## src/mat_pkg.sv

```systemverilog
// Shared widths and payload types of the matrix quotient accelerator
// Operand pair, element position and quotient result structs

package mat_pkg;

  ////////////////////////////////////////////////////////////////////////////
  // Widths
  ////////////////////////////////////////////////////////////////////////////

  // Default operand width, top level DATA_SIZE matches it
  localparam int DATA_W = 16;

  // Size inputs and row/column counters
  localparam int DIM_W = 8;

  ////////////////////////////////////////////////////////////////////////////
  // Payload types
  ////////////////////////////////////////////////////////////////////////////

  // Both operands of one element, handed to the divider together
  typedef struct packed {
    logic [DATA_W-1:0] dividend;
    logic [DATA_W-1:0] divisor;
  } operand_pair_t;

  // Where the element in flight sits in the matrix
  typedef struct packed {
    // Last column of its row
    logic row_last;
    // Last element of the whole matrix
    logic mat_last;
  } elem_pos_t;

  // Divider output
  typedef struct packed {
    logic [DATA_W-1:0] quotient;
    // Divisor was zero, quotient forced to all ones
    logic              div_by_zero;
  } quot_result_t;

endpackage

```

## src/elem_capture.sv

```systemverilog
// Input side of the quotient accelerator
// Collects A and B operands, tracks row and column, launches divisions

`timescale 1ns/1ps

module elem_capture import mat_pkg::*; (
  input  logic             CLK,
  input  logic             RST,
  input  logic             start,
  input  logic [DIM_W-1:0] size_i,
  input  logic [DIM_W-1:0] size_j,
  input  logic [DATA_W-1:0] data_a,
  input  logic             data_a_enable,
  input  logic [DATA_W-1:0] data_b,
  input  logic             data_b_enable,
  input  logic             div_done,
  output logic             div_start,
  output operand_pair_t    div_operands,
  output elem_pos_t        div_pos
);

  ////////////////////////////////////////////////////////////////////////////
  // Signals
  ////////////////////////////////////////////////////////////////////////////

  // Matrix accepted, strobes taken
  logic              armed;
  // Division in flight
  logic              busy;

  logic              have_a;
  logic              have_b;
  logic [DATA_W-1:0] a_reg;
  logic [DATA_W-1:0] b_reg;

  logic [DIM_W-1:0]  row_cnt;
  logic [DIM_W-1:0]  col_cnt;

  logic              a_take;
  logic              b_take;
  logic              launch;
  logic              row_last;
  logic              mat_last;

  ////////////////////////////////////////////////////////////////////////////
  // Strobe qualification
  ////////////////////////////////////////////////////////////////////////////

  // Drop strobes before START and while dividing
  assign a_take = data_a_enable & armed & ~busy;
  assign b_take = data_b_enable & armed & ~busy;

  // Second operand seen this cycle, or both already held
  assign launch = (have_a | a_take) & (have_b | b_take) & ~start;

  assign row_last = (col_cnt == size_j - DIM_W'(1));
  assign mat_last = row_last & (row_cnt == size_i - DIM_W'(1));

  ////////////////////////////////////////////////////////////////////////////
  // Control
  ////////////////////////////////////////////////////////////////////////////

  always_ff @(posedge CLK or posedge RST) begin
    if (RST) begin
      armed     <= 1'b0;
      busy      <= 1'b0;
      have_a    <= 1'b0;
      have_b    <= 1'b0;
      row_cnt   <= '0;
      col_cnt   <= '0;
      div_start <= 1'b0;
    end else begin
      div_start <= launch;
      if (start) begin
        // New matrix, counting restarts from row 0
        armed   <= 1'b1;
        have_a  <= 1'b0;
        have_b  <= 1'b0;
        row_cnt <= '0;
        col_cnt <= '0;
      end else if (launch) begin
        have_a <= 1'b0;
        have_b <= 1'b0;
        busy   <= 1'b1;
        if (mat_last) begin
          armed   <= 1'b0;
          row_cnt <= '0;
          col_cnt <= '0;
        end else if (row_last) begin
          row_cnt <= row_cnt + DIM_W'(1);
          col_cnt <= '0;
        end else begin
          col_cnt <= col_cnt + DIM_W'(1);
        end
      end else begin
        if (a_take) have_a <= 1'b1;
        if (b_take) have_b <= 1'b1;
      end
      if (div_done) busy <= 1'b0;
    end
  end

  // Operand holding and handover
  always_ff @(posedge CLK) begin
    if (a_take) a_reg <= data_a;
    if (b_take) b_reg <= data_b;
    if (launch) begin
      // Bypass the holding register for the strobe that completes the pair
      div_operands.dividend <= a_take ? data_a : a_reg;
      div_operands.divisor  <= b_take ? data_b : b_reg;
      div_pos.row_last      <= row_last;
      div_pos.mat_last      <= mat_last;
    end
  end

  // Source must wait for the scalar enable before the next element
  a_no_strobe_busy : assert property (@(posedge CLK) disable iff (RST)
    busy |-> !(data_a_enable || data_b_enable));

endmodule

```

## src/matrix_quotient_top.sv

```systemverilog
// Top level of the streaming matrix element-wise quotient accelerator
// Capture, divider and emitter blocks wired in a chain

`timescale 1ns/1ps

module matrix_quotient_top import mat_pkg::*; #(
  parameter int DATA_SIZE = DATA_W
) (
  input  logic              CLK,
  input  logic              RST,

  // Control
  input  logic              START,
  output logic              READY,

  // Matrix size, stable during a matrix
  input  logic [DIM_W-1:0]  SIZE_I,
  input  logic [DIM_W-1:0]  SIZE_J,

  // Operands
  input  logic [DATA_W-1:0] DATA_A_IN,
  input  logic              DATA_A_ENABLE,
  input  logic [DATA_W-1:0] DATA_B_IN,
  input  logic              DATA_B_ENABLE,

  // Results
  output logic [DATA_W-1:0] DATA_OUT,
  output logic              DATA_OUT_SCALAR_ENABLE,
  output logic              DATA_OUT_VECTOR_ENABLE,
  output logic              DATA_OUT_MATRIX_ENABLE
);

  // Payload structs are sized by the package width
  initial begin
    a_size_match : assert (DATA_SIZE == DATA_W)
      else $fatal(1, "DATA_SIZE %0d differs from DATA_W %0d", DATA_SIZE, DATA_W);
  end

  ////////////////////////////////////////////////////////////////////////////
  // Interconnect
  ////////////////////////////////////////////////////////////////////////////

  logic          div_start;
  operand_pair_t div_operands;
  elem_pos_t     div_pos;
  logic          div_done;
  quot_result_t  div_result;
  elem_pos_t     done_pos;

  elem_capture u_capture (
    .CLK           (CLK),
    .RST           (RST),
    .start         (START),
    .size_i        (SIZE_I),
    .size_j        (SIZE_J),
    .data_a        (DATA_A_IN),
    .data_a_enable (DATA_A_ENABLE),
    .data_b        (DATA_B_IN),
    .data_b_enable (DATA_B_ENABLE),
    .div_done      (div_done),
    .div_start     (div_start),
    .div_operands  (div_operands),
    .div_pos       (div_pos)
  );

  restoring_divider #(
    .DATA_SIZE (DATA_SIZE)
  ) u_divider (
    .CLK          (CLK),
    .RST          (RST),
    .div_start    (div_start),
    .div_operands (div_operands),
    .div_pos      (div_pos),
    .div_done     (div_done),
    .div_result   (div_result),
    .done_pos     (done_pos)
  );

  result_emitter u_emitter (
    .CLK                    (CLK),
    .RST                    (RST),
    .div_done               (div_done),
    .div_result             (div_result),
    .done_pos               (done_pos),
    .data_out               (DATA_OUT),
    .data_out_scalar_enable (DATA_OUT_SCALAR_ENABLE),
    .data_out_vector_enable (DATA_OUT_VECTOR_ENABLE),
    .data_out_matrix_enable (DATA_OUT_MATRIX_ENABLE),
    .ready                  (READY)
  );

endmodule

```

## src/restoring_divider.sv

```systemverilog
// Bit-serial unsigned restoring divider
// One quotient bit per cycle, zero divisor gives all ones

`timescale 1ns/1ps

module restoring_divider import mat_pkg::*; #(
  parameter int DATA_SIZE = DATA_W
) (
  input  logic          CLK,
  input  logic          RST,
  input  logic          div_start,
  input  operand_pair_t div_operands,
  input  elem_pos_t     div_pos,
  output logic          div_done,
  output quot_result_t  div_result,
  output elem_pos_t     done_pos
);

  localparam int CNT_W = $clog2(DATA_SIZE + 1);

  ////////////////////////////////////////////////////////////////////////////
  // Signals
  ////////////////////////////////////////////////////////////////////////////

  logic              running;
  logic [CNT_W-1:0]  iter_cnt;
  logic              last_iter;

  // Partial remainder
  logic [DATA_W-1:0] rem;
  // Dividend shifts out on the left, quotient bits fill in on the right
  logic [DATA_W-1:0] dq;
  logic [DATA_W-1:0] divisor;
  logic              zero_div;

  logic [DATA_W:0]   trial;
  logic              q_bit;
  logic [DATA_W-1:0] rem_next;

  ////////////////////////////////////////////////////////////////////////////
  // Datapath
  ////////////////////////////////////////////////////////////////////////////

  // Shift in next dividend bit, try the subtraction
  assign trial = {rem, dq[DATA_W-1]} - {1'b0, divisor};
  // No borrow means the divisor fits
  assign q_bit = ~trial[DATA_W];
  // Restore on borrow
  assign rem_next = q_bit ? trial[DATA_W-1:0] : {rem[DATA_W-2:0], dq[DATA_W-1]};

  assign last_iter = (iter_cnt == CNT_W'(DATA_SIZE - 1));

  ////////////////////////////////////////////////////////////////////////////
  // Iteration control
  ////////////////////////////////////////////////////////////////////////////

  always_ff @(posedge CLK or posedge RST) begin
    if (RST) begin
      running  <= 1'b0;
      iter_cnt <= '0;
      div_done <= 1'b0;
    end else begin
      div_done <= 1'b0;
      if (div_start) begin
        running  <= 1'b1;
        iter_cnt <= '0;
      end else if (running) begin
        iter_cnt <= iter_cnt + CNT_W'(1);
        if (last_iter) begin
          running  <= 1'b0;
          div_done <= 1'b1;
        end
      end
    end
  end

  always_ff @(posedge CLK) begin
    if (div_start) begin
      rem      <= '0;
      dq       <= div_operands.dividend;
      divisor  <= div_operands.divisor;
      zero_div <= (div_operands.divisor == '0);
      // Position rides along untouched
      done_pos <= div_pos;
    end else if (running) begin
      rem <= rem_next;
      dq  <= {dq[DATA_W-2:0], q_bit};
      if (last_iter) begin
        div_result.quotient    <= zero_div ? '1 : {dq[DATA_W-2:0], q_bit};
        div_result.div_by_zero <= zero_div;
      end
    end
  end

  // Capture side holds off while busy, so no restart mid division
  a_no_start_running : assert property (@(posedge CLK) disable iff (RST)
    running |-> !div_start);

endmodule

```

## src/result_emitter.sv

```systemverilog
// Output side of the quotient accelerator
// Registers the quotient, makes scalar, vector and matrix enables and READY

`timescale 1ns/1ps

module result_emitter import mat_pkg::*; (
  input  logic              CLK,
  input  logic              RST,
  input  logic              div_done,
  input  quot_result_t      div_result,
  input  elem_pos_t         done_pos,
  output logic [DATA_W-1:0] data_out,
  output logic              data_out_scalar_enable,
  output logic              data_out_vector_enable,
  output logic              data_out_matrix_enable,
  output logic              ready
);

  ////////////////////////////////////////////////////////////////////////////
  // Output registers
  ////////////////////////////////////////////////////////////////////////////

  always_ff @(posedge CLK or posedge RST) begin
    if (RST) begin
      data_out               <= '0;
      data_out_scalar_enable <= 1'b0;
      data_out_vector_enable <= 1'b0;
      data_out_matrix_enable <= 1'b0;
      ready                  <= 1'b0;
    end else begin
      // One cycle pulses, low again unless another done arrives
      data_out_scalar_enable <= div_done;
      data_out_vector_enable <= div_done & done_pos.row_last;
      data_out_matrix_enable <= div_done & done_pos.mat_last;
      ready                  <= div_done & done_pos.mat_last;

      // Quotient held until the next element
      if (div_done) begin
        data_out <= div_result.div_by_zero ? '1 : div_result.quotient;
      end
    end
  end

  ////////////////////////////////////////////////////////////////////////////
  // Checks
  ////////////////////////////////////////////////////////////////////////////

  // Last element of a matrix also closes its row
  a_matrix_has_vector : assert property (@(posedge CLK) disable iff (RST)
    data_out_matrix_enable |-> data_out_vector_enable);

  // Division takes several cycles, so enables never come back to back
  a_scalar_single : assert property (@(posedge CLK) disable iff (RST)
    data_out_scalar_enable |=> !data_out_scalar_enable);

endmodule
```

## config.mk

```make
export PLATFORM = sky130hd
export DESIGN_NAME = matrix_quotient_top
export DESIGN_NICKNAME = d
export VERILOG_FILES = /design/src/mat_pkg.sv /design/src/elem_capture.sv /design/src/matrix_quotient_top.sv /design/src/restoring_divider.sv /design/src/result_emitter.sv
export SDC_FILE = /design/constraint.sdc
export NUM_CORES = 1
export LEC_CHECK = 0
export BUFFER_PORTS_ARGS = -buffer_cell sky130_fd_sc_hd__clkbuf_2
export CAP_MARGIN = 25
export CORE_MARGIN = 1
export CORE_UTILIZATION = 54
export CTS_CLUSTER_SIZE = 14
export DETAILED_ROUTE_END_ITERATION = 10
export GPL_TIMING_DRIVEN = 0
export MAX_ROUTING_LAYER = met4
export PLACE_DENSITY = 0.76
export SYNTH_ARGS = -nofsm -noshare
export SYNTH_HDL_FRONTEND = slang
export SYNTH_SLANG_ARGS = --single-unit
export TNS_END_PERCENT = 100
```

## constraint.sdc

```tcl
create_clock -name CLK -period 2.9 [get_ports CLK]
set_clock_uncertainty 0.1 [all_clocks]
set_input_delay 0.29 -clock CLK [delete_from_list [all_inputs] [get_ports CLK]]
set_output_delay 0.29 -clock CLK [all_outputs]
set_load 0.01 [all_outputs]
```

==> flow_summary.ini, run 1 <==
[outcome]
outcome = finished, violations left
violations = design-rule violations

[run]
maxCapViolations = 0

[logic_synthesis]
synth.most_common_cell = edfxtp_1
async_reset_ff_share_pct = 26.0
synth.area.top_cells = edfxtp_1 (31%), dfrtp_1 (14%), dfxtp_1 (12%)
ys_types = 68
ys_warn_count = 0
synth.avg_cell_area_um2 = 11.9
netlist.area_leader.share_pct = 31.3
synth_common_cells = edfxtp_1 (86), nor2_1 (51), dfxtp_1 (48), mux2_2 (48), dfrtp_1 (47)
synth-edff-count = 86
ys_seq_area_share_pct = 57.3
synth_area_um2 = 8240
synth_flop_cell = edfxtp_1
yosysTopAreaCell = edfxtp_1
synth-seq-cells = 181
synthCells = 691
syn_nets = 767

[drt]
num_vias = 5756
drc = 5
drt-pass1-iter-count = 8
ant_nets = 0
vias_per_cell = 5.80
wl_per_cell_um = 16.5
drt_first_iter_violations = 391
routed_wl_um = 16400

[timing]
relSlewSlack_pct = 33.5
worst_pin_slew_ps = 998
hold_ws_ps = 1.56
finalHoldViolations = 0
fin_setup_tns_ps = 0
setup_viol = 0
fin_crit_sh_pct = 99.1
max_freq_mhz = 348
period_needed_ps = 2870
maxSlewViolCount = 0

[clocking]
cts_tree = built
htreeDepth = 4
cts_buffers = 17
clk_pin_slew_ps = 70
clock-sinks = 181
clkLatencyLatePin_ps = 440
root_buffer = clkbuf_16
cts.path.max_buffers = 2

[grt]
grt_use_total_pct = 22.7
grt_pass1_wl_um = 27400
grt_start_max_net_pins = 40
antenna_found_initial = 0
overflow = 0
grt_pass1_vias = 5710

[setup_path]
cp_max_fo = 10
crit_type = flop to flop
cp_data_arrival_time_ps = 2950
slowest_delay_ps = 400
path_delay_family = compound AO/OA/AOI/OAI gates
path_buf_inv = 4
critPathSlowestCell = edfxtp_1
end_kind = flop
required_ps = 2980
path_cells = inv_2 > ha_4 > inv_2 > fa_2 > a211oi_2 > o21a_1 > o21a_1 > or4_1 > nand4_1 > buf_6 > buf_8 > or2_2
cp-start-kind = flop

[power_and_ir_drop]
power_density_nw_per_um2 = 1020
peakVddDrop_uv = 515
p_leak_nw = 3.92
p_total_mw = 9.83

[final_layout]
layout-drive-gt1-share_pct = 25.4
fill_cells = 1071
diodes = 0
area_growth_pct = 17.2
nNetsFinal = 871
reg_top3 = u_capture.div_operands x32, u_divider.div_result x17
top_register = u_capture.div_operands
final_area_um2 = 9660
largest_register_ff_count = 32
finalCoreUtilization_pct = 65.7

[place]
port_buffers = 72
place_area_um2 = 8890
gp_congestion = 0.928
dpl.hpwl_um = 11600

[die]
dieWidth_um = 126
num_rows = 44
core_area_um2 = 14700
start_util_pct = 56.1
die_h_um = 126
num_io_pins = 73
die-area_um2 = 15800

[worst_hold_path]
hp-class = primary input to flop
## final timing paths
| path | startpoint | end | slack [ps] | depth (start not counted) |
|---|---|---|---|---|
| worst max-delay path | u_divider.dq[15]$_DFFE_PP_ | u_divider.div_result[1]$_SDFFCE_PP1P_ | 30 | 12 |
| worst min-delay path | DATA_B_IN[4] | u_capture.b_reg[4]$_DFF_P_ | 2 | 2 |
| worst max register to register | u_divider.dq[15]$_DFFE_PP_ | u_divider.div_result[1]$_SDFFCE_PP1P_ | 30 | 12 |
| worst min register to register | u_capture.div_pos[0]$_DFFE_PP_ | u_divider.done_pos[0]$_DFFE_PP_ | 320 | 0 |
| max in group asynchronous | RST | u_emitter.data_out[4]$_DFFE_PP0P_ | 1980 | 4 |
| min in group asynchronous | RST | u_capture.row_cnt[7]$_DFFE_PP0P_ | 230 | 3 |
## worst register-to-register path: cells and delay by family, from the launching register on
kind,cells,cell delay (ps)
compound gates,3,710
simple gates,3,490
fa+ha+maj,2,500
flops,1,400
buf+inv,4,420
## metrics by stage
stage	std cells	setup WS (ps)
final	992	26.0
after global routing	992	-83.1
after CTS	991	3.90
after detailed placement	949	-86.3
after global placement	947	-98.4
after floorplan	691	211
## logic make-up after synthesis
logic type | count (synthesis) | share of synthesized area (%)
AND/OR/NAND/NOR | 198 | 12.7
flip-flops | 181 | 57.3
AO/OA/AOI/OAI | 135 | 11.7
multiplexers | 63 | 8.38
buffers and inverters | 60 | 3.04
XOR/XNOR | 31 | 3.29
adder cells (fa/ha/maj) | 23 | 3.58
## layout by cell type (no fill, tap or decap), drive strengths merged, types with 12 or more instances in the layout
cell	count
nor2b	13
o21ai	25
a21oi	23
nand2	33
and3	14
or2	19
xnor2	19
buf	17
xor2	12
nor2	51
mux2	48
dfrtp	47
a211oi	17
o22a	15
dfxtp	48
clkbuf	105
inv	41
nor3	15
edfxtp	86
mux2i	15
ha	22
## final cells by class
class | instances | area, um^2 | share of cell area (%)
clock buffers | 18 | 450 | 4.66
well taps | 184 | 230 | 2.38
clock inverters | 14 | 135 | 1.40
flip-flops and latches | 181 | 4720 | 48.8
plain buffers | 26 | 140 | 1.45
inverters | 33 | 124 | 1.28
multi-input cells | 450 | 3340 | 34.5
repair buffers | 86 | 526 | 5.44
## where the power goes
group          internal (mW)  switching (mW)
Sequential              3.61           0.411
Combinational           1.73            1.85
Clock                   1.19            1.04
Total                   6.53            3.30
## per-layer routing
metal	wire length, um	GRT usage, %	vias to the layer above
met5	0	-	-
met4	263	8.32	0
met3	698	4.36	25
met2	8310	37.4	169
met1	7110	27.9	2785
li1	-	-	2777
## what timing repair did
action | CTS | global route
hold buffers | 8 | 0
buffers inserted | 1 | 2
resized for setup | 10 | 12
hold endpoints to repair | 54 | 0
gates cloned | 1 | 0
endpoints found under the setup margin | 18 | 17
pin swaps | 6 | 8
(Power assumes the default switching activity.)
==> run 2, diff against run 1 <==
--- a/config.mk
+++ b/config.mk
@@ -5,15 +5,16 @@
 export SDC_FILE = /design/constraint.sdc
 export NUM_CORES = 1
 export LEC_CHECK = 0
+export ABC_CLOCK_PERIOD_IN_PS = 3700
 export BUFFER_PORTS_ARGS = -buffer_cell sky130_fd_sc_hd__clkbuf_2
 export CAP_MARGIN = 25
 export CORE_MARGIN = 1
-export CORE_UTILIZATION = 54
+export CORE_UTILIZATION = 55
 export CTS_CLUSTER_SIZE = 14
 export DETAILED_ROUTE_END_ITERATION = 10
 export GPL_TIMING_DRIVEN = 0
 export MAX_ROUTING_LAYER = met4
-export PLACE_DENSITY = 0.76
+export PLACE_DENSITY = 0.79
 export SYNTH_ARGS = -nofsm -noshare
 export SYNTH_HDL_FRONTEND = slang
 export SYNTH_SLANG_ARGS = --single-unit
==> constraint.sdc (replaced) <==
create_clock -name CLK -period 3.7 [get_ports CLK]
set_clock_uncertainty 0.1 [all_clocks]
set_input_delay 0.37 -clock CLK [delete_from_list [all_inputs] [get_ports CLK]]
set_output_delay 0.37 -clock CLK [all_outputs]
set_load 0.01 [all_outputs]
==> flow_summary.ini, run 2 (synthesized netlist as in run 1, its figures left out) <==
[outcome]
outcome = finished, final reports clean

[drt]
wl_per_cell_um = 16.8
drc = 0
num_vias = 5678
drt_first_iter_violations = 280
vias_per_cell = 5.78
ant_nets = 0
routed_wl_um = 16500
drt-pass1-iter-count = 4

[final_layout]
nNetsFinal = 861
largest_register_ff_count = 32
diodes = 0
reg_top3 = u_capture.div_operands x32, u_divider.div_result x17
final_common_cell = edfxtp_1
finalCoreUtilization_pct = 65.3
layout-drive-gt1-share_pct = 23.6
top_register = u_capture.div_operands
area_growth_pct = 15.5
mostFrequentLayoutCells = edfxtp_1 (86), clkbuf_2 (72), nor2_1 (50)
fill_cells = 1085

[die]
start_util_pct = 56.5
num_io_pins = 73
core_area_um2 = 14600
die-area_um2 = 15500
dieWidth_um = 124
die_h_um = 124
num_rows = 44

[clocking]
root_buffer = clkbuf_16
htreeDepth = 4
clk_pin_slew_ps = 70
cts.path.max_buffers = 2
clock-sinks = 181
clkLatencyLatePin_ps = 420
cts_tree = built
cts_buffers = 17
cts_resized = 0

[setup_path]
cp_max_fo = 10
crit_end = u_divider.rem[0]$_SDFFE_PP0P_
reg2reg_to = u_divider.rem[0]$_SDFFE_PP0P_
cp-start-kind = flop
crit_type = flop to flop
r2r_start = u_divider.divisor[0]$_DFFE_PP_
reg2reg_depth = 11
startpoint = u_divider.divisor[0]$_DFFE_PP_
cp_data_arrival_time_ps = 3230
r2r_slack_ps = 630
required_ps = 3860
end_kind = flop

[place]
place_ws_ps = 671
gp_congestion = 0.899
dpl.hpwl_um = 11800
port_buffers = 72

[timing]
period_needed_ps = 3070
setup_viol = 0
maxSlewViolCount = 0
rsz0062_at_grt = no
max_freq_mhz = 325
fin_ws_ps = 626
relSlewSlack_pct = 34.0
fin_crit_sh_pct = 83.1
finalHoldViolations = 0
worst_pin_slew_ps = 990

[power_and_ir_drop]
intPower_mw = 5.13
power_frac_clock_pct = 24.6
peakVddDrop_uv = 453
p_leak_nw = 3.87
comb_power_share_pct = 34.1
p_sw_mw = 2.50
netSwitchingFraction_pct = 32.8
sequentialPowerShare_pct = 41.3
power_density_nw_per_um2 = 802

[grt]
grt_pass1_wl_um = 27800
grt_start_max_net_pins = 38
grt_pass1_vias = 5746
antenna_found_initial = 0
grt_use_total_pct = 23.1
overflow = 0

[run]
maxCapViolations = 0

[worst_hold_path]
hp-class = primary input to flop
run 2: cell type report:
type                            instances  area, um^2  share of cell area, %
Sequential cell                       181        4720                   49.6
Multi-Input combinational cell        450        3280                   34.4
Clock buffer                           19         464                   4.88
Timing Repair Buffer                   75         418                   4.39
Tap cell                              184         230                   2.42
Clock inverter                         13         159                   1.67
Buffer                                 27         126                   1.33
Inverter                               33         124                   1.30
run 2: power by group through the flow:
| stage | Combinational, mW | Sequential [mW] | Clock, mW |
|---|---|---|---|
| after floorplan | 1.95 | 3.12 | 0 |
| after global placement | 2.43 | 3.15 | 0 |
| after detailed placement | 2.57 | 3.18 | 0 |
| after CTS | 2.60 | 3.15 | 1.90 |
| after global routing | 2.88 | 3.21 | 1.99 |
| final | 2.60 | 3.16 | 1.88 |
run 2: repair_timing:
action / CTS / global route
hold buffers: 1 / 0
endpoints found under the hold margin: 10 / 0
endpoints found under the setup margin: 0 / 0
setup buffers: 0 / 0
run 2: worst max-delay path, stage by stage, from the launching register on:
cell      delay [ps]
edfxtp_1         410
ha_1             230
inv_1             70
fa_1             220
a211oi_1         110
o21a_1           220
o21a_1           240
or4_1            530
nand4_1          190
buf_4            230
mux2i_1          210
o21ai_0          140
run 2: how the worst min path moves through the flow:
| stage | from | end | slack, ps | depth (start not counted) |
|---|---|---|---|---|
| final | DATA_B_IN[7] | u_capture.b_reg[7]$_DFF_P_ | 90 | 2 |
| after global routing | DATA_A_IN[12] | u_capture.a_reg[12]$_DFF_P_ | 80 | 2 |
| after CTS | DATA_B_IN[7] | u_capture.b_reg[7]$_DFF_P_ | 80 | 2 |
| after detailed placement | RST | u_capture.row_cnt[7]$_DFFE_PP0P_ | 200 | 2 |
| after global placement | u_capture.div_pos[1]$_DFFE_PP_ | u_divider.done_pos[1]$_DFFE_PP_ | 300 | 0 |
| after floorplan | u_divider.div_done$_DFF_PP0_ | u_emitter.data_out_scalar_enable$_DFF_PP0_ | 290 | 0 |
run 2: layer usage:
metal	wire, um	share of wire (%)	GRT usage, %	up-vias
met5	0	0	-	-
met4	272	1.7	6.66	0
met3	628	3.8	4.47	22
met2	8250	50	37.8	130
met1	7310	44	29.2	2784
li1	-	-	-	2742
run 2: per-stage QoR:
step           setup TNS [ps]  hold slack [ps]  area, um^2  cells  total power [mW]
3_5_place_dp                0              204        8890    949              5.75
2_1_floorplan               0              291        8240    691              5.07
5_1_grt                     0             79.5        9520    982              8.09
4_1_cts                     0             75.5        9520    982              7.65
6_report                    0             87.7        9520    982              7.63
3_3_place_gp            -3670              303        8830    947              5.57
==> run 3, diff against run 2 <==
--- a/config.mk
+++ b/config.mk
@@ -5,7 +5,8 @@
 export SDC_FILE = /design/constraint.sdc
 export NUM_CORES = 1
 export LEC_CHECK = 0
-export ABC_CLOCK_PERIOD_IN_PS = 3700
+export ABC_AREA = 1
+export ABC_CLOCK_PERIOD_IN_PS = 3000
 export BUFFER_PORTS_ARGS = -buffer_cell sky130_fd_sc_hd__clkbuf_2
 export CAP_MARGIN = 25
 export CORE_MARGIN = 1
@@ -14,7 +15,7 @@
 export DETAILED_ROUTE_END_ITERATION = 10
 export GPL_TIMING_DRIVEN = 0
 export MAX_ROUTING_LAYER = met4
-export PLACE_DENSITY = 0.79
+export PLACE_DENSITY = 0.78
 export SYNTH_ARGS = -nofsm -noshare
 export SYNTH_HDL_FRONTEND = slang
 export SYNTH_SLANG_ARGS = --single-unit
==> constraint.sdc (replaced) <==
create_clock -name CLK -period 3 [get_ports CLK]
set_clock_uncertainty 0.1 [all_clocks]
set_input_delay 0.3 -clock CLK [delete_from_list [all_inputs] [get_ports CLK]]
set_output_delay 0.3 -clock CLK [all_outputs]
set_load 0.01 [all_outputs]
==> flow_summary.ini, run 3 <==
[setup_path]
slowest_delay_ps = 440
path_cells = inv_1 > ha_1 > inv_1 > fa_1 > nand3_1 > nand2_1 > nand2_1 > nand2_1 > nand2_1 > nand3_1 > nand2_2 > buf_6 > o21ai_1
path_delay_family = simple AND/OR/NAND/NOR gates
startpoint = u_divider.dq[15]$_DFFE_PP_
reg2reg_depth = 13
cp-start-kind = flop
path_buf_inv = 3
cp_max_fo = 10
required_ps = 3080
r2r_slack_ps = 340
critPathSlowestCell = fa_1
crit_top_cell = nand2_1
end_kind = flop
cp_num_cells = 13
crit_end = u_divider.dq[0]$_DFFE_PP_
cp_data_arrival_time_ps = 2740
reg2reg_to = u_divider.dq[0]$_DFFE_PP_
crit_type = flop to flop
r2r_start = u_divider.dq[15]$_DFFE_PP_

[logic_synthesis]
synth.area.top_cells = edfxtp_1 (31%), nand2_1 (19%), dfrtp_1 (14%)
async_reset_ff_share_pct = 26.0
synth_area_um2 = 8390
synth_compound_area_share_pct = 4.61
synth_common_cells = nand2_1 (414), inv_1 (114), edfxtp_1 (86), nor2_1 (61), o21ai_0 (50)
synth-seq-cells = 181
ys_warn_count = 0
synth.most_common_cell = nand2_1
yosysTopAreaCell = edfxtp_1
synth-edff-count = 86
netlist.area_leader.share_pct = 30.8
yosys.area_share.simple_pct = 27.0
synth.avg_cell_area_um2 = 8.44
synth_top_family_by_area = simple AND/OR/NAND/NOR gates
synthMuxAreaShare_pct = 0
synth_flop_cell = edfxtp_1
synth_adder_area_share_pct = 3.52
ys_seq_area_share_pct = 56.2
ys_types = 36
synth_xor_area_share_pct = 2.09
syn_nets = 1071
synthCells = 995

[final_layout]
stdcell_count = 1302
reg_top3 = u_capture.div_operands x32, u_divider.div_result x17
mostFrequentLayoutCells = nand2_1 (414), inv_1 (113), edfxtp_1 (86)
diodes = 0
area_growth_pct = 16.7
largest_register_ff_count = 32
layout-drive-gt1-share_pct = 11.7
final_common_cell = nand2_1
top_register = u_capture.div_operands
nNetsFinal = 1181

[clocking]
cts_hold_buf = 15
postCtsSetupBuffers = 0
cts_tree = built
cts.path.max_buffers = 2
root_buffer = clkbuf_16
clkLatencyLatePin_ps = 440
cts_buffers = 17
clk_pin_slew_ps = 70
clock-sinks = 181
htreeDepth = 4
cts_resized = 0

[grt]
overflow = 0
grt_start_max_net_pins = 38
grt_pass1_vias = 6102
grt_use_total_pct = 23.5
grt_pass1_wl_um = 28400
antenna_found_initial = 0

[timing]
worst_pin_slew_ps = 853
relSlewSlack_pct = 43.1
fin_setup_tns_ps = 0
period_needed_ps = 2660
max_freq_mhz = 376
maxSlewViolCount = 0
finalHoldViolations = 0
rsz0062_at_grt = no
fin_crit_sh_pct = 88.7
setup_viol = 0

[drt]
drt-pass1-iter-count = 10
num_vias = 6560
vias_per_cell = 5.04
drt_first_iter_violations = 374
wl_per_cell_um = 13.1
ant_nets = 0
routed_wl_um = 17000
drc = 6

[die]
num_io_pins = 73
num_rows = 44
die-area_um2 = 15800
dieWidth_um = 126
start_util_pct = 57.1
core_area_um2 = 14700
die_h_um = 126

[place]
gp_congestion = 0.934
dpl.hpwl_um = 11800
port_buffers = 72
numPlacedInstances = 1254

[worst_hold_path]
hp-class = primary input to flop

[run]
maxCapViolations = 0

[power_and_ir_drop]
peakVddDrop_uv = 496
power_density_nw_per_um2 = 938
p_leak_nw = 4.80

[outcome]
violations = design-rule violations
outcome = finished, violations left
run 3: changes by cell type in the layout (fill, tap and decap cells not counted), moves of 16 or more:
cell / change
a211oi_1: -16
inv_1: +81
mux2_2: -48
nand2_1: +381
nand3_1: +38
o21ai_0: +26
or2_2: -17
run 3: worst min path at each step:
stage / from / end / slack [ps] / cells after the start
floorplan: u_divider.div_done$_DFF_PP0_ / u_emitter.data_out_scalar_enable$_DFF_PP0_ / 250 / 0
global placement: u_divider.div_done$_DFF_PP0_ / u_emitter.data_out_scalar_enable$_DFF_PP0_ / 260 / 0
detailed placement: RST / u_capture.row_cnt[3]$_DFFE_PP0P_ / 140 / 2
CTS: DATA_B_IN[3] / u_capture.b_reg[3]$_DFF_P_ / 3 / 3
global route: DATA_A_IN[3] / u_capture.a_reg[3]$_DFF_P_ / 3 / 3
finish: DATA_B_IN[3] / u_capture.b_reg[3]$_DFF_P_ / 10 / 3
run 3: cell type report:
cell class	instances	area, um^2
Fill cell	1154	4910
Buffer	22	111
Clock buffer	18	450
Inverter	118	443
Timing Repair Buffer	91	579
Clock inverter	14	131
Tap cell	184	230
Multi-Input combinational cell	674	3130
Sequential cell	181	4720
run 3: power by group:
group / switching, mW / internal (mW) / total [mW]
registers: 0.353 / 3.48 / 3.84
clock network: 1.03 / 1.15 / 2.18
logic: 2.03 / 1.14 / 3.17
total: 3.41 / 5.77 / 9.18
run 3: worst min-delay path, delay by kind of cell:
family	cells	cell delay [ps]
and+or+nand+nor	2	120
buffers and inverters	1	80
run 3: layer usage:
metal,global-route usage (%),part of all wire [%]
met5,-,0
met4,7.89,1.2
met3,4.41,5.6
met2,37.8,48
met1,29.9,45
run 3: kinds of logic after synthesis:
group	count (synthesis)
simple gates	559
flops	181
buf+inv	140
compound gates	72
fa+ha+maj	23
xor+xnor	20
run 3: metrics by stage:
| stage | power (mW) | hold WS [ps] | setup WS [ps] | area (um^2) | util, % |
|---|---|---|---|---|---|
| detailed placement | 6.96 | 139 | 404 | 9050 | 61.6 |
| global route | 9.85 | 3.41 | 145 | 9790 | 66.6 |
| CTS | 9.19 | 2.62 | 349 | 9780 | 66.5 |
| floorplan | 6.12 | 252 | 599 | 8400 | - |
| global placement | 6.82 | 259 | -55.5 | 8990 | 61.1 |
| finish | 9.18 | 10.0 | 338 | 9790 | 66.6 |
